[config.mk]
export PLATFORM = sky130hd
export DESIGN_NAME = bmu_dbus_if
export DESIGN_NICKNAME = d
export VERILOG_FILES = /design/src/source/bmu_pkg.sv /design/src/source/bmu_addr_decode.sv /design/src/source/bmu_dbus_fsm.sv /design/src/source/bmu_dbus_if.sv /design/src/source/bmu_dbus_route.sv
export SDC_FILE = /design/constraint.sdc
export NUM_CORES = 1
export LEC_CHECK = 0
export BUFFER_PORTS_ARGS = -buffer_cell sky130_fd_sc_hd__buf_2
export CAP_MARGIN = 10
export CORE_AREA = 3 3 225 227
export CTS_CLUSTER_DIAMETER = 150
export CTS_CLUSTER_SIZE = 25
export DETAILED_ROUTE_END_ITERATION = 8
export DIE_AREA = 0 0 228 230
export GPL_ROUTABILITY_DRIVEN = 0
export RECOVER_POWER = 100
export SETUP_SLACK_MARGIN = 0.3
export SLEW_MARGIN = 20
export SYNTH_ARGS = -nofsm -noshare
export SYNTH_HDL_FRONTEND = slang
export SYNTH_HIERARCHICAL = 1
export SYNTH_SLANG_ARGS = --single-unit
[constraint.sdc]
create_clock -name bmu_clk -period 3.9 [get_ports bmu_clk]
set_clock_uncertainty 0.2 [all_clocks]
set_input_delay 0.39 -clock bmu_clk [delete_from_list [all_inputs] [get_ports bmu_clk]]
set_output_delay 0.39 -clock bmu_clk [all_outputs]
set_load 0.01 [all_outputs]
[src/source/bmu_pkg.sv]
/*
 * Shared definitions for the data-bus side of the bus matrix unit.
 * Widths, the request FSM encoding (also used as debug info), target
 * selection indices and field types. Referenced by scoped name only.
 */

`default_nettype none

package bmu_pkg;

  // ==========================================================================
  // widths
  // ==========================================================================
  localparam int ADDR_W     = 32;
  localparam int DATA_W_DEF = 32;

  // top address bits compared for the AHB-lite windows
  localparam int REGION_W   = 12;

  // top address bits compared for tcip, low bits forwarded to it
  localparam int TCIP_W     = 4;
  localparam int TCIP_LOW_W = 16;

  // ==========================================================================
  // FSM state, same encoding goes out on dbus_dbginfo
  // ==========================================================================
  typedef enum logic [1:0] {
    REQ = 2'b00,
    WFD = 2'b01,
    WFG = 2'b11
  } bmu_state_t;

  // ==========================================================================
  // target selection
  // ==========================================================================
  // one-hot, one bit per target
  typedef logic [3:0] bus_sel_t;

  localparam int SEL_DAHBL = 0;
  localparam int SEL_IAHBL = 1;
  localparam int SEL_TCIP  = 2;
  localparam int SEL_SAHBL = 3;

  // ==========================================================================
  // request fields
  // ==========================================================================
  typedef logic [1:0] size_t;
  typedef logic [3:0] prot_t;

  // supervisor mode bit of prot
  localparam int PROT_SUPV = 1;

  typedef logic [REGION_W-1:0] region_t;

endpackage

`default_nettype wire
[src/source/bmu_addr_decode.sv]
/*
 * Prioritized address decode for the data bus.
 * tcip wins on its top address bits, then the dahbl and iahbl windows
 * under base and mask, and sahbl takes whatever is left.
 * Output is a one-hot target selection, purely combinational.
 */

`default_nettype none

module bmu_addr_decode (
  input  wire logic [bmu_pkg::ADDR_W-1:0] addr,
  input  wire bmu_pkg::region_t           dahbl_base,
  input  wire bmu_pkg::region_t           dahbl_mask,
  input  wire bmu_pkg::region_t           iahbl_base,
  input  wire bmu_pkg::region_t           iahbl_mask,
  input  wire logic [bmu_pkg::TCIP_W-1:0] tcip_base,
  output bmu_pkg::bus_sel_t               bus_sel
);

  bmu_pkg::region_t             region;
  logic [bmu_pkg::TCIP_W-1:0]   tcip_field;
  logic                         tcip_hit;
  logic                         dahbl_hit;
  logic                         iahbl_hit;
  logic                         sahbl_hit;

  assign region     = addr[bmu_pkg::ADDR_W-1 -: bmu_pkg::REGION_W];
  assign tcip_field = addr[bmu_pkg::ADDR_W-1 -: bmu_pkg::TCIP_W];

  // highest priority
  assign tcip_hit  = (tcip_field == tcip_base);

  assign dahbl_hit = ((region & dahbl_mask) == dahbl_base) & ~tcip_hit;
  assign iahbl_hit = ((region & iahbl_mask) == iahbl_base) & ~tcip_hit & ~dahbl_hit;

  // default target
  assign sahbl_hit = ~tcip_hit & ~dahbl_hit & ~iahbl_hit;

  always_comb begin
    bus_sel                     = '0;
    bus_sel[bmu_pkg::SEL_DAHBL] = dahbl_hit;
    bus_sel[bmu_pkg::SEL_IAHBL] = iahbl_hit;
    bus_sel[bmu_pkg::SEL_TCIP]  = tcip_hit;
    bus_sel[bmu_pkg::SEL_SAHBL] = sahbl_hit;
  end

endmodule

`default_nettype wire

[src/source/bmu_dbus_fsm.sv]
/*
 * Request FSM of the data bus.
 * Tracks one outstanding transfer (REQ, WFG, WFD), remembers the target of
 * the last accepted request and enables new address phases only while
 * they go to that same target. A flush returns it to REQ.
 */

`default_nettype none

module bmu_dbus_fsm (
  input  wire logic              bmu_clk,
  input  wire logic              cpurst_b,
  input  wire logic              flush,
  input  wire logic              req,
  input  wire bmu_pkg::bus_sel_t bus_sel,
  input  wire logic              dbus_grant,
  input  wire logic              dbus_cmplt,
  input  wire logic              dbus_acc_err,
  output bmu_pkg::bus_sel_t      bus_sel_f,
  output logic                   req_en,
  output bmu_pkg::bmu_state_t    dbg_state
);

  bmu_pkg::bmu_state_t cur_state;
  bmu_pkg::bmu_state_t next_state;
  logic                bus_sel_same;
  logic                new_req_en;

  // ==========================================================================
  // state register
  // ==========================================================================
  always_ff @(posedge bmu_clk or negedge cpurst_b) begin
    if (!cpurst_b) begin
      cur_state <= bmu_pkg::REQ;
    end else if (flush) begin
      cur_state <= bmu_pkg::REQ;
    end else begin
      cur_state <= next_state;
    end
  end

  always_comb begin
    next_state = cur_state;
    case (cur_state)
      bmu_pkg::REQ: begin
        if (req) begin
          next_state = dbus_grant ? bmu_pkg::WFD : bmu_pkg::WFG;
        end
      end
      bmu_pkg::WFG: begin
        if (dbus_grant) begin
          next_state = bmu_pkg::WFD;
        end
      end
      bmu_pkg::WFD: begin
        if (dbus_cmplt) begin
          // pipelined follow-on to the same target
          if (req && bus_sel_same && !dbus_acc_err) begin
            next_state = dbus_grant ? bmu_pkg::WFD : bmu_pkg::WFG;
          end else begin
            next_state = bmu_pkg::REQ;
          end
        end
      end
      default: begin
        next_state = bmu_pkg::REQ;
      end
    endcase
  end

  // ==========================================================================
  // remembered target
  // ==========================================================================
  assign new_req_en = (cur_state == bmu_pkg::REQ);

  always_ff @(posedge bmu_clk or negedge cpurst_b) begin
    if (!cpurst_b) begin
      bus_sel_f <= '0;
    end else if (req && new_req_en) begin
      bus_sel_f <= bus_sel;
    end
  end

  assign bus_sel_same = (bus_sel_f == bus_sel);

  // overlap only allowed while the data phase targets the same port
  assign req_en = (cur_state == bmu_pkg::REQ) |
                  (cur_state == bmu_pkg::WFG) |
                  ((cur_state == bmu_pkg::WFD) & bus_sel_same);

  assign dbg_state = cur_state;

endmodule

`default_nettype wire

[src/source/bmu_dbus_if.sv]
/*
 * Data-bus interface of the bus matrix unit, top level.
 * Steers one load/store request stream to tcip, dahbl, iahbl or sahbl
 * by address and merges the responses. Instances and wiring only.
 */

`default_nettype none

module bmu_dbus_if #(
  parameter int DATA_W = bmu_pkg::DATA_W_DEF
) (
  input  wire logic                       bmu_clk,
  input  wire logic                       cpurst_b,
  // requester
  input  wire logic                       lsu_req,
  input  wire logic [bmu_pkg::ADDR_W-1:0] lsu_addr,
  input  wire logic                       lsu_write,
  input  wire bmu_pkg::size_t             lsu_size,
  input  wire bmu_pkg::prot_t             lsu_prot,
  input  wire logic [DATA_W-1:0]          lsu_wdata,
  output logic                            lsu_grant,
  output logic                            lsu_trans_cmplt,
  output logic                            lsu_acc_err,
  output logic [DATA_W-1:0]               lsu_rdata,
  // dahbl
  output logic                            dahbl_req,
  output logic [bmu_pkg::ADDR_W-1:0]      dahbl_addr,
  output logic                            dahbl_write,
  output bmu_pkg::size_t                  dahbl_size,
  output bmu_pkg::prot_t                  dahbl_prot,
  output logic [DATA_W-1:0]               dahbl_wdata,
  input  wire logic                       dahbl_grnt,
  input  wire logic                       dahbl_trans_cmplt,
  input  wire logic                       dahbl_acc_err,
  input  wire logic [DATA_W-1:0]          dahbl_rdata,
  // iahbl
  output logic                            iahbl_req,
  output logic [bmu_pkg::ADDR_W-1:0]      iahbl_addr,
  output logic                            iahbl_write,
  output bmu_pkg::size_t                  iahbl_size,
  output bmu_pkg::prot_t                  iahbl_prot,
  output logic [DATA_W-1:0]               iahbl_wdata,
  input  wire logic                       iahbl_grnt,
  input  wire logic                       iahbl_trans_cmplt,
  input  wire logic                       iahbl_acc_err,
  input  wire logic [DATA_W-1:0]          iahbl_rdata,
  // sahbl
  output logic                            sahbl_req,
  output logic [bmu_pkg::ADDR_W-1:0]      sahbl_addr,
  output logic                            sahbl_write,
  output bmu_pkg::size_t                  sahbl_size,
  output bmu_pkg::prot_t                  sahbl_prot,
  output logic [DATA_W-1:0]               sahbl_wdata,
  input  wire logic                       sahbl_grnt,
  input  wire logic                       sahbl_trans_cmplt,
  input  wire logic                       sahbl_acc_err,
  input  wire logic [DATA_W-1:0]          sahbl_rdata,
  // tcip
  output logic                            tcip_req,
  output logic [bmu_pkg::ADDR_W-1:0]      tcip_addr,
  output logic                            tcip_write,
  output bmu_pkg::size_t                  tcip_size,
  output logic                            tcip_supv_mode,
  output logic [DATA_W-1:0]               tcip_wdata,
  input  wire logic                       tcip_grnt,
  input  wire logic                       tcip_trans_cmplt,
  input  wire logic                       tcip_acc_err,
  input  wire logic [DATA_W-1:0]          tcip_rdata,
  // configuration and control
  input  wire bmu_pkg::region_t           dahbl_base,
  input  wire bmu_pkg::region_t           dahbl_mask,
  input  wire bmu_pkg::region_t           iahbl_base,
  input  wire bmu_pkg::region_t           iahbl_mask,
  input  wire logic [bmu_pkg::TCIP_W-1:0] tcip_base,
  input  wire logic                       rtu_async_flush,
  output bmu_pkg::bmu_state_t             dbus_dbginfo
);

  wire bmu_pkg::bus_sel_t bus_sel;
  wire bmu_pkg::bus_sel_t bus_sel_f;
  wire logic              req_en;
  wire logic              dbus_grant;
  wire logic              dbus_cmplt;
  wire logic              dbus_acc_err;

  // ==========================================================================
  // decode, FSM, routing
  // ==========================================================================
  bmu_addr_decode u_decode (
    .addr      (lsu_addr),
    .*
  );

  bmu_dbus_fsm u_fsm (
    .flush     (rtu_async_flush),
    .req       (lsu_req),
    .dbg_state (dbus_dbginfo),
    .*
  );

  // port names match the top level one to one
  bmu_dbus_route #(
    .DATA_W (DATA_W)
  ) u_route (
    .*
  );

endmodule

`default_nettype wire

[src/source/bmu_dbus_route.sv]
/*
 * Request fan-out and response merge for the data bus.
 * Raises one target request when decode and remembered target agree,
 * copies the request fields to all targets and merges grant, completion,
 * error and read data back to the requester. Combinational only.
 */

`default_nettype none

module bmu_dbus_route #(
  parameter int DATA_W = bmu_pkg::DATA_W_DEF
) (
  // requester
  input  wire logic                       lsu_req,
  input  wire logic [bmu_pkg::ADDR_W-1:0] lsu_addr,
  input  wire logic                       lsu_write,
  input  wire bmu_pkg::size_t             lsu_size,
  input  wire bmu_pkg::prot_t             lsu_prot,
  input  wire logic [DATA_W-1:0]          lsu_wdata,
  output logic                            lsu_grant,
  output logic                            lsu_trans_cmplt,
  output logic                            lsu_acc_err,
  output logic [DATA_W-1:0]               lsu_rdata,
  // selection from decode and FSM
  input  wire bmu_pkg::bus_sel_t          bus_sel,
  input  wire bmu_pkg::bus_sel_t          bus_sel_f,
  input  wire logic                       req_en,
  output logic                            dbus_grant,
  output logic                            dbus_cmplt,
  output logic                            dbus_acc_err,
  // dahbl
  output logic                            dahbl_req,
  output logic [bmu_pkg::ADDR_W-1:0]      dahbl_addr,
  output logic                            dahbl_write,
  output bmu_pkg::size_t                  dahbl_size,
  output bmu_pkg::prot_t                  dahbl_prot,
  output logic [DATA_W-1:0]               dahbl_wdata,
  input  wire logic                       dahbl_grnt,
  input  wire logic                       dahbl_trans_cmplt,
  input  wire logic                       dahbl_acc_err,
  input  wire logic [DATA_W-1:0]          dahbl_rdata,
  // iahbl
  output logic                            iahbl_req,
  output logic [bmu_pkg::ADDR_W-1:0]      iahbl_addr,
  output logic                            iahbl_write,
  output bmu_pkg::size_t                  iahbl_size,
  output bmu_pkg::prot_t                  iahbl_prot,
  output logic [DATA_W-1:0]               iahbl_wdata,
  input  wire logic                       iahbl_grnt,
  input  wire logic                       iahbl_trans_cmplt,
  input  wire logic                       iahbl_acc_err,
  input  wire logic [DATA_W-1:0]          iahbl_rdata,
  // sahbl
  output logic                            sahbl_req,
  output logic [bmu_pkg::ADDR_W-1:0]      sahbl_addr,
  output logic                            sahbl_write,
  output bmu_pkg::size_t                  sahbl_size,
  output bmu_pkg::prot_t                  sahbl_prot,
  output logic [DATA_W-1:0]               sahbl_wdata,
  input  wire logic                       sahbl_grnt,
  input  wire logic                       sahbl_trans_cmplt,
  input  wire logic                       sahbl_acc_err,
  input  wire logic [DATA_W-1:0]          sahbl_rdata,
  // tcip
  output logic                            tcip_req,
  output logic [bmu_pkg::ADDR_W-1:0]      tcip_addr,
  output logic                            tcip_write,
  output bmu_pkg::size_t                  tcip_size,
  output logic                            tcip_supv_mode,
  output logic [DATA_W-1:0]               tcip_wdata,
  input  wire logic                       tcip_grnt,
  input  wire logic                       tcip_trans_cmplt,
  input  wire logic                       tcip_acc_err,
  input  wire logic [DATA_W-1:0]          tcip_rdata
);

  bmu_pkg::bus_sel_t                req_vec;
  bmu_pkg::bus_sel_t                grnt_vec;
  logic [bmu_pkg::TCIP_LOW_W-1:0]   tcip_addr_low;

  // ==========================================================================
  // request fan-out
  // ==========================================================================
  // decode and remembered target must agree
  assign req_vec = bus_sel & bus_sel_f & {4{lsu_req & req_en}};

  assign dahbl_req = req_vec[bmu_pkg::SEL_DAHBL];
  assign iahbl_req = req_vec[bmu_pkg::SEL_IAHBL];
  assign tcip_req  = req_vec[bmu_pkg::SEL_TCIP];
  assign sahbl_req = req_vec[bmu_pkg::SEL_SAHBL];

  assign dahbl_addr  = lsu_addr;
  assign dahbl_write = lsu_write;
  assign dahbl_size  = lsu_size;
  assign dahbl_prot  = lsu_prot;
  assign dahbl_wdata = lsu_wdata;

  assign iahbl_addr  = lsu_addr;
  assign iahbl_write = lsu_write;
  assign iahbl_size  = lsu_size;
  assign iahbl_prot  = lsu_prot;
  assign iahbl_wdata = lsu_wdata;

  assign sahbl_addr  = lsu_addr;
  assign sahbl_write = lsu_write;
  assign sahbl_size  = lsu_size;
  assign sahbl_prot  = lsu_prot;
  assign sahbl_wdata = lsu_wdata;

  // low offset only when tcip is the decoded target
  assign tcip_addr_low  = {bmu_pkg::TCIP_LOW_W{bus_sel[bmu_pkg::SEL_TCIP]}} &
                          lsu_addr[bmu_pkg::TCIP_LOW_W-1:0];
  assign tcip_addr      = {lsu_addr[bmu_pkg::ADDR_W-1:bmu_pkg::TCIP_LOW_W], tcip_addr_low};
  assign tcip_write     = lsu_write;
  assign tcip_size      = lsu_size;
  assign tcip_supv_mode = lsu_prot[bmu_pkg::PROT_SUPV];
  assign tcip_wdata     = lsu_wdata;

  // ==========================================================================
  // response merge
  // ==========================================================================
  always_comb begin
    grnt_vec                     = '0;
    grnt_vec[bmu_pkg::SEL_DAHBL] = dahbl_grnt;
    grnt_vec[bmu_pkg::SEL_IAHBL] = iahbl_grnt;
    grnt_vec[bmu_pkg::SEL_TCIP]  = tcip_grnt;
    grnt_vec[bmu_pkg::SEL_SAHBL] = sahbl_grnt;
  end

  assign dbus_grant   = |(bus_sel & grnt_vec);
  assign dbus_cmplt   = dahbl_trans_cmplt | iahbl_trans_cmplt |
                        tcip_trans_cmplt | sahbl_trans_cmplt;
  assign dbus_acc_err = dahbl_acc_err | iahbl_acc_err | tcip_acc_err | sahbl_acc_err;

  assign lsu_grant       = dbus_grant & req_en;
  assign lsu_trans_cmplt = dbus_cmplt;
  assign lsu_acc_err     = dbus_acc_err;

  // data phase belongs to the remembered target
  assign lsu_rdata = ({DATA_W{bus_sel_f[bmu_pkg::SEL_DAHBL]}} & dahbl_rdata) |
                     ({DATA_W{bus_sel_f[bmu_pkg::SEL_IAHBL]}} & iahbl_rdata) |
                     ({DATA_W{bus_sel_f[bmu_pkg::SEL_TCIP]}}  & tcip_rdata)  |
                     ({DATA_W{bus_sel_f[bmu_pkg::SEL_SAHBL]}} & sahbl_rdata);

endmodule

`default_nettype wire

---- Word-level counts from Yosys, hierarchy flattened ----
Index checks and enable logic that the tools add are counted.
storage, ports and cells
  register bits after elaboration ......... 6
  output and inout port bits .............. 322
  word-level logic and storage cells ...... 57
operators by class
  eq/ne operators ......................... 9
  multiplexer cells ....................... 7
  bitwise operators ....................... 32
  reductions and logical operators ........ 7
operators by type and width
  operator              number
  $and A32 B32 Y32      4
  $or A32 B32 Y32       3
  $and A12 B12 Y12      2
  $eq A12 B12 Y1        2
  $and A16 B16 Y16      1
  $and A4 B4 Y4         3
  $mux W2               6
  $and A1 B1 Y1         8
  $eq A4 B4 Y1          2
  $or A1 B1 Y1          8
  $ne A3 B3 Y1 const B  2
  $pmux W2 S3           1
  $reduce_or A4 Y1      1
  $logic_and A1 B1 Y1   3
  $ne A3 B2 Y1 const B  1
  $not A1 Y1            3
  $reduce_and A3 Y1     1
  $eq A2 B1 Y1 const B  1
  $eq A2 B2 Y1 const B  1
  $logic_not A2 Y1      1
  $logic_not A1 Y1      1

---- Depth between registers and ports, before layout ----
  depth after elaboration ................. 14
  gate-level depth with buffers ........... 12

---- Cells and area by module ----
Netlist, hierarchy kept.
by module, submodules not included
  module           instances  cells each  area an instance (um^2)
  bmu_dbus_route   1          407         2917.8
  bmu_addr_decode  1          69          470.5
  bmu_dbus_fsm     1          39          392.9

---- Least setup slack after synthesis ----
OpenSTA, ideal clock, no wires.
  kind .................................... input port to output port
  start ................................... input dahbl_mask[1]
  end ..................................... output dahbl_req
  data arrival time ....................... 2.224 ns
  slack ................................... 1.086 ns
  stages on the path ...................... 12
  cells stage by stage .................... nand2_1 xor2_2 nand4_1 o31ai_2 nor2_1 buf_4 xor2_1 nor4_1 nand2_1 nand2_1 and2_1 and3_1
between the ends
  word-level cells in the longest chain between the ends .. 12
  elaborated cells on any way between the ends .. 14
  those cells by class .................... 2 x eq/ne; 12 x bitwise
ends and longest elaborated chain
  item                          RTL line                                      source
  start: declaration            bmu_dbus_if.sv:71                             input wire bmu_pkg::region_t dahbl_mask,
  $and A12 B12 Y12 (*)          bmu_addr_decode.sv:33                         assign dahbl_hit = ((region & dahbl_mask) == dahbl_base) & ~tcip_hit;
  $eq A12 B12 Y1 (*)            bmu_addr_decode.sv:33
  $and A1 B1 Y1 (*)             bmu_addr_decode.sv:33
  $not A1 Y1 (*)                bmu_addr_decode.sv:34, bmu_addr_decode.sv:37
  $and A1 B1 Y1                 bmu_addr_decode.sv:34                         assign iahbl_hit = ((region & iahbl_mask) == iahbl_base) & ~tcip_hit & ~dahbl_hit;
  $not A1 Y1                    bmu_addr_decode.sv:37                         assign sahbl_hit = ~tcip_hit & ~dahbl_hit & ~iahbl_hit;
  $and A1 B1 Y1 (*)             bmu_addr_decode.sv:37
  named net u_decode.sahbl_hit  bmu_addr_decode.sv:25                         logic sahbl_hit;
  $eq A4 B4 Y1 (*)              bmu_dbus_fsm.sv:84                            assign bus_sel_same = (bus_sel_f == bus_sel);
  $and A1 B1 Y1 (*)             bmu_dbus_fsm.sv:89                            ((cur_state == bmu_pkg::WFD) & bus_sel_same);
  $or A1 B1 Y1 (*)              bmu_dbus_fsm.sv:88                            (cur_state == bmu_pkg::WFG) |
  named net req_en              bmu_dbus_if.sv:81                             wire logic req_en;
  $and A1 B1 Y1 (*)             bmu_dbus_route.sv:85                          assign req_vec = bus_sel & bus_sel_f & {4{lsu_req & req_en}};
  $and A4 B4 Y4 (*)             bmu_dbus_route.sv:85
  end: declaration              bmu_dbus_if.sv:26                             output logic dahbl_req,
The timed path passes the listed nets; every way through them passes the cells marked *.

---- Final worst setup path ----
  start ................................... input lsu_addr[21] in the netlist's numbering
  end ..................................... output iahbl_req
between the ends
  word-level cells in the longest chain between the ends .. 12
  elaborated cells on any way between the ends .. 17
  those cells by class .................... 3 x eq/ne; 14 x bitwise
ends and longest elaborated chain
  item                  RTL line                                      source
  start: declaration    bmu_dbus_if.sv:16                             input wire logic [bmu_pkg::ADDR_W-1:0] lsu_addr,
  $and A12 B12 Y12      bmu_addr_decode.sv:33
  $eq A12 B12 Y1        bmu_addr_decode.sv:33
  $and A1 B1 Y1         bmu_addr_decode.sv:33
  $not A1 Y1            bmu_addr_decode.sv:34, bmu_addr_decode.sv:37
  $and A1 B1 Y1         bmu_addr_decode.sv:34
  $not A1 Y1            bmu_addr_decode.sv:37
  $and A1 B1 Y1 (*)     bmu_addr_decode.sv:37
  named net bus_sel[3]  bmu_dbus_if.sv:79                             wire bmu_pkg::bus_sel_t bus_sel;
  $eq A4 B4 Y1 (*)      bmu_dbus_fsm.sv:84
  $and A1 B1 Y1 (*)     bmu_dbus_fsm.sv:89
  $or A1 B1 Y1 (*)      bmu_dbus_fsm.sv:88
  named net req_en      bmu_dbus_if.sv:81
  $and A1 B1 Y1 (*)     bmu_dbus_route.sv:85
  $and A4 B4 Y4 (*)     bmu_dbus_route.sv:85
  end: declaration      bmu_dbus_if.sv:37                             output logic iahbl_req,
Marked as above.

==> results.cfg <==
[worst_setup_path]
crit_required_ps = 3310
r2r_setup_slack_ps = 1930
critPathLaunch = lsu_addr[21]
cp_slowest_cell = o31ai_2
cp-start-kind = input port
crit_type = in2out
worst_r2r_path_depth = 5
rr_endpoint = u_fsm/dbg_state[0]
crit_family = simple AND/OR/NAND/NOR gates
timing.rr.start = u_fsm/dbg_state[0]
crit_chain = clkbuf_1, nand2_1, xor2_2, nand4_1, o31ai_2, nor2_1, xor2_1, nor4_2, nand2_1, nand2_1, and2_1, and3_1, buf_2
crit_path_end = iahbl_req
cp_max_fo = 6
cp.depth = 13
path_buf_inv = 2
path_common_cell = nand2_1
worstSetupEndpointType = output pin
critPathMaxStageDelay_ps = 340
cp.arrival_ps = 2770

[final_layout]
final_net_count = 890
utilization = 0.0883
nFillCells = 5862
multiInputGateArea_um2 = 1440
areaGrowthSynthToFinish_pct = 14.0
regArea_um2 = 155
n_antenna_cell = 0
drive_gt1_frac = 0.424

[logic_synthesis]
ys_seq_area_frac = 0.0397
yosysTopAreaCell = buf_4
synth_flop_cell = dfrtp_1
synth_top_area_frac = 0.540
ys_ff_latch = 6
syn_inst = 515
ys_top_cells_by_area = buf_4, a22oi_1, nand2_1
yosysUniqueCellTypes = 33
yosys_warnings = 6
ys_async_sr_fraction = 1.00
avgSynthCellArea_um2 = 7.34
synth_nets = 786
synth-edff-count = 0
syn_area_um2 = 3780

[placed_design]
dp_slack_ps = 371
dpl.hpwl_mm = 14.1
portBuffers = 376

[sta]
rsz0062_at_grt = no
finalSetupViolations = 0
period_needed_ps = 3360
setup_tns_ps = 0
clock.fmax_mhz = 298
worst_slack_ps = 539
post-route-period-util = 0.862
hold_viol = 0
slew_headroom = 0.291
tightest_slew_ps = 1060
holdWs_ps = 281
slew_viol_final = 0

[power_and_ir_drop]
peakVddDrop_mv = 0.240
p_leak_nw = 1.92
p_total_mw = 0.770
p_per_area_nw_per_um2 = 179

[drt]
drc_errors = 0
via_per_inst = 2.78
drtPass1Iterations = 4
drtIter0Drc = 114
vias = 3559
routedWlPerCell_um = 12.6
finalWirelength_mm = 16.1
ant_nets = 0

[clock_network]
cts_buffer_depth = 2
cts_max_level = 1
clock-sinks = 6
root_buffer = clkbuf_16
cts_setup_buffers = 0
cts_tree = built
path_clk_slew_ps = 30
cts_buffers = 3
clk_latency_ps = 230

[floorplanning]
start_util = 0.0774
design.die.area_um2 = 52400
num_rows = 81
chipHeight_um = 230
die_w_um = 228
io_pins = 589
core_area_um2 = 48800

[global_route]
grt_pass1_wl_mm = 21.4
use_met1 = 0.0580
grt_pass1_vias = 3381
use_met2 = 0.0961
busiest_layer = met2
antenna_found_initial = 3
grt_max_degree = 35
grt.met3_usage = 0.0234
grt_overflow = 0
grt.total_usage = 0.0545

[min_path]
hold_class = in2reg

[status]
status = completed

[run]
cap_violations = 0
==> metal layers <==
| layer | vias to the layer above | part of all wire |
|---|---|---|
| met4 | 4 | 0.029 |
| li1 | 1643 | - |
| met3 | 30 | 0.13 |
| met1 | 1521 | 0.35 |
| met2 | 361 | 0.49 |
| met5 | - | 0.0017 |
==> stage by stage <==
stage,std cells,cell area [um^2]
6_report,1282,4310
5_1_grt,1282,4310
4_1_cts,1282,4490
3_5_place_dp,1277,4400
3_3_place_gp,1277,4400
2_1_floorplan,515,3780
==> layout by cell type, fill, tap and decap left out, drive strengths merged <==
| cell | n |
|---|---|
| ha | 4 |
| o21ai | 1 |
| nor4 | 3 |
| nor3 | 2 |
| nor4b | 1 |
| inv | 7 |
| nor2 | 1 |
| xnor2 | 4 |
| dfrtp | 6 |
| a22oi | 66 |
| and3 | 4 |
| nand4 | 8 |
| dlygate4sd3 | 1 |
| mux2 | 4 |
| o311ai | 1 |
| a41oi | 1 |
| nand2 | 62 |
| a21oi | 1 |
| a21boi | 1 |
| a222oi | 1 |
| buf | 244 |
| o31ai | 1 |
| clkbuf | 146 |
| nor3b | 1 |
| or4 | 2 |
| xor2 | 28 |
| and2 | 17 |
==> worst min-delay path by stage <==
stage | start | end | cells past startpoint | slack (ps)
finish | rtu_async_flush | u_fsm/dbg_state[1] | 2 | 280
floorplan | cpurst_b | u_fsm/bus_sel_f[0] | 0 | -110
global placement | cpurst_b | u_fsm/dbg_state[1] | 1 | 30
global route | rtu_async_flush | u_fsm/dbg_state[0] | 4 | 310
CTS | rtu_async_flush | u_fsm/dbg_state[0] | 4 | 290
detailed placement | cpurst_b | u_fsm/dbg_state[1] | 1 | 30
==> sequential cells by signal, summed over array words and instances, names as in the netlist <==
signal / cells
u_fsm/bus_sel_f: 4
u_fsm/dbg_state: 2
==> cell type report <==
cell class / count / share of cell area
multi-input combinational: 214 / 0.333
inverter: 7 / 0.00609
clock buffer: 4 / 0.0183
timing repair buffer: 387 / 0.414
sequential: 6 / 0.0360
tap: 664 / 0.193
==> cell usage after synthesis (2+ instances only) <==
master    instances
nor3_1            2
or4_1             2
and2_1           17
xor2_1           26
nand4_1           7
buf_2             6
nor4_1            3
xor2_2            2
xnor2_1           4
buf_4           272
nand2_1          61
and3_1            4
buf_6             7
inv_1             6
dfrtp_1           6
a22oi_1          66
clkbuf_2          2
ha_1              4
mux2_2            4
==> timing repair <==
| action | CTS | global route |
|---|---|---|
| hold buffers | 1 | 0 |
| gates resized for setup | 0 | 2 |
| endpoints found under the setup margin | 0 | 4 |
| hold endpoints to repair | 6 | 0 |
==> power breakdown <==
group	internal, mW	switching [mW]	total (mW)
sequential	0.0704	0.00904	0.0795
combinational	0.218	0.302	0.520
clock	0.136	0.0348	0.170
total	0.424	0.345	0.770
==> kinds of logic after synthesis <==
group | share of synthesized area
buffers and inverters | 0.582
AO/OA/AOI/OAI | 0.146
XOR/XNOR | 0.0781
adder cells (fa/ha/maj) | 0.0132
AND/OR/NAND/NOR | 0.129
flip-flops | 0.0397
multiplexers | 0.0119
(Power assumes the default switching activity.)
